### config.mk
export PLATFORM = sky130hd
export DESIGN_NAME = csr_unit_top
export DESIGN_NICKNAME = d
export VERILOG_FILES = /design/src/common/csr_pkg.sv /design/src/trap/exc_detect.sv /design/src/trap/trap_ctrl.sv /design/src/csr/csr_file.sv /design/src/design/csr_unit_top.sv
export SDC_FILE = /design/constraint.sdc
export NUM_CORES = 1
export LEC_CHECK = 0
export BUFFER_PORTS_ARGS = -buffer_cell sky130_fd_sc_hd__buf_2
export CORE_MARGIN = 1
export CORE_UTILIZATION = 40
export DETAILED_ROUTE_END_ITERATION = 6
export PLACE_DENSITY = 0.69
export SYNTH_ARGS = -nofsm -noshare
export SYNTH_HDL_FRONTEND = slang
export SYNTH_SLANG_ARGS = --single-unit
### constraint.sdc
create_clock -name s_clk_i -period 2.9 [get_ports s_clk_i]
set_input_delay 0.145 -clock s_clk_i [delete_from_list [all_inputs] [get_ports s_clk_i]]
set_output_delay 0.145 -clock s_clk_i [all_outputs]
set_load 0.01 [all_outputs]
### src/common/csr_pkg.sv
// Shared types and constants of the machine-mode CSR and trap unit.
// Only machine mode exists, so mstatus.mpp is a constant.
// Interrupt codes double as the mip/mie bit positions.

package csr_pkg;

    localparam int XLEN       = 32;  // data width
    localparam int CSR_ADDR_W = 12;  // csr address field
    localparam int CAUSE_W    = 5;   // low bits of mcause

    // instruction class seen by the unit
    typedef enum logic [3:0] {
        OP_NONE,
        OP_CSRRW,
        OP_CSRRS,
        OP_CSRRC,
        OP_ECALL,
        OP_EBREAK,
        OP_MRET,
        OP_LOAD,
        OP_STORE,
        OP_ILLEGAL
    } csr_op_e;

    // load/store access size
    typedef enum logic [1:0] {
        SIZE_BYTE,
        SIZE_HALF,
        SIZE_WORD
    } ls_size_e;

    // machine csr addresses
    localparam logic [CSR_ADDR_W-1:0] CSR_MSTATUS   = 12'h300;
    localparam logic [CSR_ADDR_W-1:0] CSR_MIE       = 12'h304;
    localparam logic [CSR_ADDR_W-1:0] CSR_MTVEC     = 12'h305;
    localparam logic [CSR_ADDR_W-1:0] CSR_MSCRATCH  = 12'h340;
    localparam logic [CSR_ADDR_W-1:0] CSR_MEPC      = 12'h341;
    localparam logic [CSR_ADDR_W-1:0] CSR_MCAUSE    = 12'h342;
    localparam logic [CSR_ADDR_W-1:0] CSR_MTVAL     = 12'h343;
    localparam logic [CSR_ADDR_W-1:0] CSR_MIP       = 12'h344;
    localparam logic [CSR_ADDR_W-1:0] CSR_MCYCLE    = 12'hB00;
    localparam logic [CSR_ADDR_W-1:0] CSR_MINSTRET  = 12'hB02;
    localparam logic [CSR_ADDR_W-1:0] CSR_MCYCLEH   = 12'hB80;
    localparam logic [CSR_ADDR_W-1:0] CSR_MINSTRETH = 12'hB82;

    // synchronous exception codes
    localparam logic [CAUSE_W-1:0] EXC_ILLEGAL   = 5'd2;
    localparam logic [CAUSE_W-1:0] EXC_EBREAK    = 5'd3;
    localparam logic [CAUSE_W-1:0] EXC_LADDR_MIS = 5'd4;
    localparam logic [CAUSE_W-1:0] EXC_SADDR_MIS = 5'd6;
    localparam logic [CAUSE_W-1:0] EXC_ECALL_M   = 5'd11;

    // interrupt codes, also mip/mie bit index
    localparam logic [CAUSE_W-1:0] INT_MSI = 5'd3;
    localparam logic [CAUSE_W-1:0] INT_MTI = 5'd7;
    localparam logic [CAUSE_W-1:0] INT_MEI = 5'd11;

    // mstatus fields
    localparam int MSTATUS_MIE  = 3;
    localparam int MSTATUS_MPIE = 7;
    localparam logic [1:0] MSTATUS_MPP_VAL = 2'b11;  // machine mode only

endpackage

### src/trap/exc_detect.sv
// Synchronous exception detection for the instruction on the current strobe.
// Priority: illegal, ecall, ebreak, misaligned load/store.
// Byte accesses never misalign; the trap value is nonzero only for misalignment.

module exc_detect (
    input  logic                         s_valid_i,
    input  csr_pkg::csr_op_e             s_op_i,
    input  csr_pkg::ls_size_e            s_size_i,
    input  logic [csr_pkg::XLEN-1:0]     s_val_i,         // ls address
    input  logic                         s_addr_legal_i,
    output logic                         s_exc_o,
    output logic [csr_pkg::CAUSE_W-1:0]  s_exc_code_o,
    output logic [csr_pkg::XLEN-1:0]     s_exc_tval_o
);
    import csr_pkg::*;

    logic s_csr_op, s_ls_op, s_misaligned;
    logic s_illegal, s_ecall, s_ebreak, s_ls_mis, s_mis_wins;

    assign s_csr_op = (s_op_i == OP_CSRRW) | (s_op_i == OP_CSRRS) | (s_op_i == OP_CSRRC);
    assign s_ls_op  = (s_op_i == OP_LOAD) | (s_op_i == OP_STORE);

    always_comb begin
        case (s_size_i)
            SIZE_BYTE: s_misaligned = 1'b0;
            SIZE_HALF: s_misaligned = s_val_i[0];
            SIZE_WORD: s_misaligned = |s_val_i[1:0];
            default:   s_misaligned = 1'b0;  // unused encoding
        endcase
    end

    assign s_illegal  = (s_op_i == OP_ILLEGAL) | (s_csr_op & ~s_addr_legal_i);
    assign s_ecall    = s_op_i == OP_ECALL;
    assign s_ebreak   = s_op_i == OP_EBREAK;
    assign s_ls_mis   = s_ls_op & s_misaligned;
    assign s_mis_wins = s_ls_mis & ~(s_illegal | s_ecall | s_ebreak);

    assign s_exc_o = s_valid_i & (s_illegal | s_ecall | s_ebreak | s_ls_mis);

    assign s_exc_code_o = s_illegal  ? EXC_ILLEGAL :
                          s_ecall    ? EXC_ECALL_M :
                          s_ebreak   ? EXC_EBREAK  :
                          (s_op_i == OP_STORE) ? EXC_SADDR_MIS : EXC_LADDR_MIS;

    assign s_exc_tval_o = s_mis_wins ? s_val_i : '0;  // faulting address

endmodule

### src/trap/trap_ctrl.sv
// Trap decision for the current strobe; the only place a trap is taken.
// Interrupts beat exceptions and are ordered MEI > MSI > MTI.
// Vectored mtvec offsets interrupts only, exceptions always go to the base.
// Without trap or mret the redirect is the next sequential pc.

module trap_ctrl (
    input  logic                         s_valid_i,
    input  csr_pkg::csr_op_e             s_op_i,
    input  logic [csr_pkg::XLEN-1:0]     s_pc_i,
    input  logic                         s_exc_i,
    input  logic [csr_pkg::CAUSE_W-1:0]  s_exc_code_i,
    input  logic                         s_mstatus_mie_i,  // global enable
    input  logic [csr_pkg::XLEN-1:0]     s_mie_i,
    input  logic [csr_pkg::XLEN-1:0]     s_mip_i,
    input  logic [csr_pkg::XLEN-1:0]     s_mtvec_i,
    input  logic [csr_pkg::XLEN-1:0]     s_mepc_i,
    output logic                         s_trap_o,
    output logic                         s_mret_o,
    output logic [csr_pkg::XLEN-1:0]     s_cause_o,
    output logic [csr_pkg::XLEN-1:0]     s_redirect_pc_o
);
    import csr_pkg::*;

    logic [XLEN-1:0]    s_enabled;
    logic               s_int_pending;
    logic [CAUSE_W-1:0] s_int_code;
    logic [XLEN-1:0]    s_base, s_vector, s_handler;

    assign s_enabled     = s_mie_i & s_mip_i;
    assign s_int_pending = s_mstatus_mie_i & (|s_enabled);

    // fixed priority among the enabled sources
    assign s_int_code = s_enabled[INT_MEI] ? INT_MEI :
                        s_enabled[INT_MSI] ? INT_MSI :
                        s_enabled[INT_MTI] ? INT_MTI : '0;

    assign s_trap_o = s_valid_i & (s_int_pending | s_exc_i);
    assign s_mret_o = s_valid_i & (s_op_i == OP_MRET) & ~s_trap_o;

    assign s_cause_o = {s_int_pending, {(XLEN-CAUSE_W-1){1'b0}},
                        s_int_pending ? s_int_code : s_exc_code_i};

    assign s_base    = {s_mtvec_i[XLEN-1:2], 2'b00};
    assign s_vector  = s_base + {{(XLEN-CAUSE_W-2){1'b0}}, s_int_code, 2'b00};  // base + 4*code
    assign s_handler = (s_mtvec_i[0] & s_int_pending) ? s_vector : s_base;

    assign s_redirect_pc_o = s_mret_o ? s_mepc_i  :
                             s_trap_o ? s_handler :
                             s_pc_i + 32'd4;

    // pending interrupt must map to one of the three sources
    always_comb begin
        assert (!s_int_pending || (s_int_code != '0))
            else $error("trap_ctrl: pending interrupt outside MEI/MSI/MTI");
    end

endmodule

### src/csr/csr_file.sv
// Machine CSR state with a one-cycle update at the rising clock edge.
// Writes land only when the strobe does not trap; mip is read-only.
// Trap entry and mret take precedence over a CSR write in the same cycle.
// mcycle runs from the first cycle after reset; minstret counts untrapped strobes.
// Unlisted addresses read zero and are flagged illegal.

module csr_file (
    input  logic                            s_clk_i,
    input  logic                            s_resetn_i,
    input  logic                            s_valid_i,
    input  csr_pkg::csr_op_e                s_op_i,
    input  logic [csr_pkg::CSR_ADDR_W-1:0]  s_csr_addr_i,
    input  logic [csr_pkg::XLEN-1:0]        s_val_i,
    input  logic [csr_pkg::XLEN-1:0]        s_pc_i,
    input  logic                            s_trap_i,
    input  logic                            s_mret_i,
    input  logic [csr_pkg::XLEN-1:0]        s_cause_i,
    input  logic [csr_pkg::XLEN-1:0]        s_exc_tval_i,
    input  logic                            s_int_meip_i,
    input  logic                            s_int_mtip_i,
    input  logic                            s_int_msip_i,
    output logic [csr_pkg::XLEN-1:0]        s_rdata_o,
    output logic                            s_addr_legal_o,
    output logic                            s_mstatus_mie_o,
    output logic [csr_pkg::XLEN-1:0]        s_mie_o,
    output logic [csr_pkg::XLEN-1:0]        s_mip_o,
    output logic [csr_pkg::XLEN-1:0]        s_mtvec_o,
    output logic [csr_pkg::XLEN-1:0]        s_mepc_o
);
    import csr_pkg::*;

    logic                s_mstatus_mie_q, s_mstatus_mpie_q;
    logic [XLEN-1:0]     s_mie_q, s_mip_q, s_mtvec_q, s_mscratch_q;
    logic [XLEN-1:0]     s_mepc_q, s_mcause_q, s_mtval_q;
    logic [2*XLEN-1:0]   s_mcycle_q, s_minstret_q;
    logic [XLEN-1:0]     s_mstatus, s_irq_mask, s_mip_nxt, s_wval;
    logic                s_csr_we, s_retire;

    // 64-bit counter step, a csr write replaces the addressed half
    function automatic logic [2*XLEN-1:0] cnt_next(input logic [2*XLEN-1:0] cnt,
                                                   input logic inc, input logic wr_lo,
                                                   input logic wr_hi, input logic [XLEN-1:0] wval);
        logic [2*XLEN-1:0] nxt;
        nxt = cnt + {{(2*XLEN-1){1'b0}}, inc};  // carry into high word
        if (wr_lo) begin
            nxt = {cnt[2*XLEN-1:XLEN], wval};
        end else if (wr_hi) begin
            nxt = {wval, cnt[XLEN-1:0]};
        end
        return nxt;
    endfunction

    always_comb begin
        s_irq_mask          = '0;
        s_irq_mask[INT_MSI] = 1'b1;
        s_irq_mask[INT_MTI] = 1'b1;
        s_irq_mask[INT_MEI] = 1'b1;
        s_mip_nxt           = '0;
        s_mip_nxt[INT_MSI]  = s_int_msip_i;
        s_mip_nxt[INT_MTI]  = s_int_mtip_i;
        s_mip_nxt[INT_MEI]  = s_int_meip_i;
        s_mstatus                = '0;
        s_mstatus[12:11]         = MSTATUS_MPP_VAL;
        s_mstatus[MSTATUS_MPIE]  = s_mstatus_mpie_q;
        s_mstatus[MSTATUS_MIE]   = s_mstatus_mie_q;
    end

    // read mux and legality share one decode
    always_comb begin
        s_addr_legal_o = 1'b1;
        case (s_csr_addr_i)
            CSR_MSTATUS:   s_rdata_o = s_mstatus;
            CSR_MIE:       s_rdata_o = s_mie_q;
            CSR_MTVEC:     s_rdata_o = s_mtvec_q;
            CSR_MSCRATCH:  s_rdata_o = s_mscratch_q;
            CSR_MEPC:      s_rdata_o = s_mepc_q;
            CSR_MCAUSE:    s_rdata_o = s_mcause_q;
            CSR_MTVAL:     s_rdata_o = s_mtval_q;
            CSR_MIP:       s_rdata_o = s_mip_q;
            CSR_MCYCLE:    s_rdata_o = s_mcycle_q[XLEN-1:0];
            CSR_MCYCLEH:   s_rdata_o = s_mcycle_q[2*XLEN-1:XLEN];
            CSR_MINSTRET:  s_rdata_o = s_minstret_q[XLEN-1:0];
            CSR_MINSTRETH: s_rdata_o = s_minstret_q[2*XLEN-1:XLEN];
            default: begin
                s_rdata_o      = '0;
                s_addr_legal_o = 1'b0;
            end
        endcase
    end

    always_comb begin
        case (s_op_i)
            OP_CSRRW: s_wval = s_val_i;
            OP_CSRRS: s_wval = s_rdata_o | s_val_i;
            OP_CSRRC: s_wval = s_rdata_o & ~s_val_i;
            default:  s_wval = s_rdata_o;
        endcase
    end

    assign s_retire = s_valid_i & ~s_trap_i;
    assign s_csr_we = s_retire & ((s_op_i == OP_CSRRW) | (s_op_i == OP_CSRRS) |
                                  (s_op_i == OP_CSRRC));

    always_ff @(posedge s_clk_i) begin
        if (!s_resetn_i) begin
            s_mstatus_mie_q  <= 1'b0;
            s_mstatus_mpie_q <= 1'b0;
            s_mie_q          <= '0;
            s_mip_q          <= '0;
            s_mtvec_q        <= '0;
            s_mscratch_q     <= '0;
            s_mepc_q         <= '0;
            s_mcause_q       <= '0;
            s_mtval_q        <= '0;
        end else begin
            s_mip_q <= s_mip_nxt;  // mirrors input levels
            if (s_trap_i) begin
                s_mepc_q         <= s_pc_i;
                s_mcause_q       <= s_cause_i;
                s_mtval_q        <= s_cause_i[XLEN-1] ? '0 : s_exc_tval_i;
                s_mstatus_mpie_q <= s_mstatus_mie_q;
                s_mstatus_mie_q  <= 1'b0;
            end else if (s_mret_i) begin
                s_mstatus_mie_q  <= s_mstatus_mpie_q;
                s_mstatus_mpie_q <= 1'b1;
            end else if (s_csr_we) begin
                case (s_csr_addr_i)
                    CSR_MSTATUS: begin
                        s_mstatus_mie_q  <= s_wval[MSTATUS_MIE];
                        s_mstatus_mpie_q <= s_wval[MSTATUS_MPIE];
                    end
                    CSR_MIE:      s_mie_q      <= s_wval & s_irq_mask;
                    CSR_MTVEC:    s_mtvec_q    <= {s_wval[XLEN-1:2], 1'b0, s_wval[0]};
                    CSR_MSCRATCH: s_mscratch_q <= s_wval;
                    CSR_MEPC:     s_mepc_q     <= s_wval;
                    CSR_MCAUSE:   s_mcause_q   <= s_wval;
                    CSR_MTVAL:    s_mtval_q    <= s_wval;
                    default: ;                  // mip and counters handled elsewhere
                endcase
            end
        end
    end

    always_ff @(posedge s_clk_i) begin
        if (!s_resetn_i) begin
            s_mcycle_q   <= '0;
            s_minstret_q <= '0;
        end else begin
            s_mcycle_q   <= cnt_next(s_mcycle_q, 1'b1,
                                     s_csr_we & (s_csr_addr_i == CSR_MCYCLE),
                                     s_csr_we & (s_csr_addr_i == CSR_MCYCLEH), s_wval);
            s_minstret_q <= cnt_next(s_minstret_q, s_retire,
                                     s_csr_we & (s_csr_addr_i == CSR_MINSTRET),
                                     s_csr_we & (s_csr_addr_i == CSR_MINSTRETH), s_wval);
        end
    end

    assign s_mstatus_mie_o = s_mstatus_mie_q;
    assign s_mie_o         = s_mie_q;
    assign s_mip_o         = s_mip_q;
    assign s_mtvec_o       = s_mtvec_q;
    assign s_mepc_o        = s_mepc_q;

    // warl fields hold across writes, traps and mret
    assert property (@(posedge s_clk_i) disable iff (!s_resetn_i) !s_mtvec_q[1])
        else $error("csr_file: mtvec bit 1 set");
    assert property (@(posedge s_clk_i) disable iff (!s_resetn_i)
                     (s_mie_q & ~s_irq_mask) == '0)
        else $error("csr_file: mie bit outside 3/7/11 set");

endmodule

### src/design/csr_unit_top.sv
// Machine-mode CSR and trap unit, one instruction per s_valid_i strobe.
// Outputs are combinational in the strobe cycle, state updates at the next edge.
// No back-pressure; an interrupt replaces the instruction it is taken on.

module csr_unit_top (
    input  logic                            s_clk_i,
    input  logic                            s_resetn_i,
    input  logic                            s_valid_i,       // one strobe per instruction
    input  csr_pkg::csr_op_e                s_op_i,
    input  logic [csr_pkg::CSR_ADDR_W-1:0]  s_csr_addr_i,
    input  logic [csr_pkg::XLEN-1:0]        s_val_i,         // operand or ls address
    input  csr_pkg::ls_size_e               s_size_i,
    input  logic [csr_pkg::XLEN-1:0]        s_pc_i,
    input  logic                            s_int_meip_i,    // level
    input  logic                            s_int_mtip_i,    // level
    input  logic                            s_int_msip_i,    // level
    output logic [csr_pkg::XLEN-1:0]        s_rdata_o,       // old csr value
    output logic                            s_trap_o,
    output logic                            s_mret_o,
    output logic [csr_pkg::XLEN-1:0]        s_redirect_pc_o
);
    import csr_pkg::*;

    logic               s_addr_legal;
    logic               s_mstatus_mie;
    logic [XLEN-1:0]    s_mie, s_mip, s_mtvec, s_mepc;
    logic               s_exc;
    logic [CAUSE_W-1:0] s_exc_code;
    logic [XLEN-1:0]    s_exc_tval;
    logic [XLEN-1:0]    s_cause;

    exc_detect exc_detect_inst (
        .s_valid_i(s_valid_i), .s_op_i(s_op_i), .s_size_i(s_size_i), .s_val_i(s_val_i),
        .s_addr_legal_i(s_addr_legal),
        .s_exc_o(s_exc), .s_exc_code_o(s_exc_code), .s_exc_tval_o(s_exc_tval)
    );

    trap_ctrl trap_ctrl_inst (
        .s_valid_i(s_valid_i), .s_op_i(s_op_i), .s_pc_i(s_pc_i),
        .s_exc_i(s_exc), .s_exc_code_i(s_exc_code),
        .s_mstatus_mie_i(s_mstatus_mie), .s_mie_i(s_mie), .s_mip_i(s_mip),
        .s_mtvec_i(s_mtvec), .s_mepc_i(s_mepc),
        .s_trap_o(s_trap_o), .s_mret_o(s_mret_o), .s_cause_o(s_cause),
        .s_redirect_pc_o(s_redirect_pc_o)
    );

    csr_file csr_file_inst (
        .s_clk_i(s_clk_i), .s_resetn_i(s_resetn_i), .s_valid_i(s_valid_i), .s_op_i(s_op_i),
        .s_csr_addr_i(s_csr_addr_i), .s_val_i(s_val_i), .s_pc_i(s_pc_i),
        .s_trap_i(s_trap_o), .s_mret_i(s_mret_o), .s_cause_i(s_cause),
        .s_exc_tval_i(s_exc_tval),
        .s_int_meip_i(s_int_meip_i), .s_int_mtip_i(s_int_mtip_i), .s_int_msip_i(s_int_msip_i),
        .s_rdata_o(s_rdata_o), .s_addr_legal_o(s_addr_legal),
        .s_mstatus_mie_o(s_mstatus_mie), .s_mie_o(s_mie), .s_mip_o(s_mip),
        .s_mtvec_o(s_mtvec), .s_mepc_o(s_mepc)
    );

endmodule

==> flow_summary.yaml <==
sta:
  fin_worst_skew_ns: 0.01877
  setup_viol: 78
  min_period_over_period_pct: 125.4
  worst_hold_slack_ns: 0.02307
  fin_ws_ns: -0.7373
  relSlewSlack_pct: 43.57
  rsz0062_at_grt: "true"
  hold_viol: 0
  fin_crit_ns: 3.637
  final-max-slew-violation-count: 0
  tightest_slew_ns: 0.8251
  tns_ns: -23.43
  max_freq_mhz: 274.9
floorplanning:
  die_h_um: 223.0
  dieWidth_um: 223.0
  initial_core_util_pct: 40.74
  ios: 154
  core-area_um2: 47950
  dieArea_um2: 49720
  rows: 80
cts:
  cts_num_sinks: 295
  clock_path_buffers: 3
  clock_latency_ns: 0.57
  clk_pin_slew_ns: 0.06
  cts_tree: "built"
  clockRootBuffer: "clkbuf_16"
  cts-htree-levels: 2
  cts-buffers-inserted: 37
synthesis:
  ys_async_sr_fraction_pct: 0
  synth_edf_count: 0
  yosysUniqueCellTypes: 94
  ys.flop_type: "dfxtp_1"
  synthCells: 2556
  yosys_register_bits: 295
  synth.avg_cell_area_um2: 7.641
  yosysWarnings: 0
  mappedNetlistNets: 2655
  syn_area_um2: 19530
  ys_seq_area_share_pct: 30.24
critical_path:
  cp-end-kind: "output port"
  cp.arrival_ns: 3.49
  cp-start-kind: "flop"
  required_ns: 2.76
  path_class: "flop to output port"
  cp_max_fo: 4
  r2r_end: "csr_file_inst.s_minstret_q[56]"
  r2r_slack_ns: -0.28
  reg2reg_depth: 14
  timing.rr.start: "csr_file_inst.s_mip_o[11]"
  crit_path_start: "csr_file_inst.s_mtvec_o[11]"
  crit_end: "s_redirect_pc_o[26]"
route:
  drt-total-wl_mm: 110.3
  vias: 24911
  drtIter0Drc: 3972
  wl_per_cell_um: 29.68
  viasPerCell: 6.704
  ant_nets: 0
  drc: 11
  drt_pass1_iterations: 7
power:
  total_power_mw: 10.39
  p_leak_nw: 10.46
  power_density_nw_per_um2: 379.7
  ir_worst_vdd_uv: 347.6
job:
  cap_viol_max_count: 0
final_layout:
  final_nets: 3171
  area_growth_pct: 40.15
  final_area_um2: 27370
  drive_above_1_share_pct: 30.52
  fill_cells: 4327
placement:
  place_ws_ns: -0.3248
  dp_hpwl_mm: 80.71
  placement.cell_area_um2: 23850
  io_buffer_count: 153
  place_congestion: 1.085
grt:
  grt_max_degree: 92
  gr-total-overflow: 0
  grt_usage_pct: 42.05
  grt_antenna_before_repair: 4
  grt_pass1_wl_mm: 154.5
  grt_pass1_vias: 22729
status:
  violations: "design-rule violations, negative setup slack"
  status: "complete, but fails checks"
min_path:
  hold_class: "primary input to flop"
[metrics by stage]
stage / instances / util [%]
floorplan: 2556 / -
global placement: 3530 / 49.74
detailed placement: 3530 / 49.74
CTS: 3671 / 54.53
global route: 3715 / 57.09
finish: 3716 / 57.09
[cells by family (layout without fill, tap and decap cells)]
kind of cell	count (synthesis)	in the layout	share of synthesized area (%)
multiplexers	90	90	5.516
flip-flops	295	295	30.24
AO/OA/AOI/OAI	751	751	25.74
adder cells (fa/ha/maj)	11	11	0.7431
AND/OR/NAND/NOR	1030	1030	26.60
other	0	1	0
buffers and inverters	252	796	5.471
XOR/XNOR	127	127	5.695
[cell usage in the layout, fill, tap and decap left out, drive strengths merged, types with 57 or more instances in the layout]
cell,n
a211oi,66
a21oi,214
buf,625
clkbuf,60
dfxtp,295
nand2,357
nand3,102
nand4,107
nor2,175
nor3,74
o21ai,160
xnor2,70
xor2,57
[cell type report]
type	instances	area (um2)	share of cell area, %
diodes	1	2.502	0.009142
clock inverters	11	117.6	0.4297
clock buffers	56	1067	3.899
inverters	48	190.2	0.6948
repair buffers	681	5687	20.78
flip-flops and latches	295	5908	21.58
well taps	615	769.5	2.811
multi-input cells	2009	13630	49.80
[where the power goes]
part,total (mW),switching [mW],internal [mW]
combinational,1.50,0.891,0.609
clock,4.68,1.96,2.73
sequential,4.21,0.0825,4.13
[cell usage after synthesis, types with 11 or more instances]
library cell	count	area share (%)
a211oi_1	59	2.3
or2_2	12	0.38
xor2_1	57	2.6
and2_1	23	0.74
o31ai_1	13	0.50
nor3_1	68	1.7
nor2_1	175	3.4
mux4_2	11	1.3
or3_1	16	0.51
nand2_1	357	6.9
clkbuf_1	122	2.3
nor3b_1	12	0.46
xnor2_1	70	3.1
a22oi_1	35	1.3
o221ai_1	27	1.2
a21oi_1	213	5.5
o21a_1	11	0.42
and4_1	16	0.72
o21ai_0	160	4.1
o211ai_1	16	0.62
and3_1	38	1.2
a31oi_1	13	0.42
buf_2	65	1.7
dfxtp_1	295	30
a221oi_1	26	1.2
a2111oi_0	11	0.49
mux2i_1	48	2.5
nand4_1	107	3.4
inv_1	45	0.86
o22ai_1	34	1.1
mux2_2	31	1.8
nor4_1	34	1.1
nand3_1	102	2.6
o2bb2ai_1	13	0.58
[flip-flops by register name, summed over array words and instances (netlist names)]
register	count
csr_file_inst.s_mcause_q	32
csr_file_inst.s_mcycle_q	64
csr_file_inst.s_mepc_o	32
csr_file_inst.s_mie_o	3
csr_file_inst.s_minstret_q	64
csr_file_inst.s_mip_o	3
csr_file_inst.s_mscratch_q	32
csr_file_inst.s_mstatus_mie_o	1
csr_file_inst.s_mstatus_mpie_q	1
csr_file_inst.s_mtval_q	32
csr_file_inst.s_mtvec_o	31
[how the worst min path moves through the flow]
stage            startpoint                          end  slack, ns  cells past startpoint
2_1_floorplan  s_int_meip_i    csr_file_inst.s_mip_o[11]       0.27                      1
3_3_place_gp   s_int_mtip_i     csr_file_inst.s_mip_o[7]       0.35                      2
3_5_place_dp   s_int_mtip_i     csr_file_inst.s_mip_o[7]       0.37                      2
4_1_cts          s_pc_i[16]   csr_file_inst.s_mepc_o[16]   0.000005                      3
5_1_grt          s_pc_i[28]   csr_file_inst.s_mepc_o[28]       0.03                      3
6_report        s_val_i[17]  csr_file_inst.s_mtval_q[17]       0.02                      3
[repair_timing]
item	CTS	global route
setup endpoints to repair	69	91
endpoints found under the hold margin	52	0
gates cloned	5	5
pin swaps	39	106
buffers inserted	19	47
resized for setup	90	200
hold buffers	51	0
[critical path, cell delays in order (launching register included)]
cell and delay (ns):
dfxtp_1 0.47, nand4_1 0.48, nor4b_1 0.46, buf_4 0.21, nand4_1 0.16, or2_4 0.31
nor3_2 0.20, xor2_1 0.10, a221o_1 0.36, buf_2 0.16
[metal layers]
layer | track usage [%] | part of all wire [%] | wire length [um] | vias up
met5 | 0 | 0.024 | 26 | -
met4 | 19.02 | 5.4 | 5924 | 4
met3 | 10.40 | 14 | 15160 | 367
met2 | 60.97 | 41 | 45430 | 2043
met1 | 58.39 | 40 | 43750 | 11887
li1 | - | - | - | 10610
Note: power is estimated with default switching activity, not from simulation.
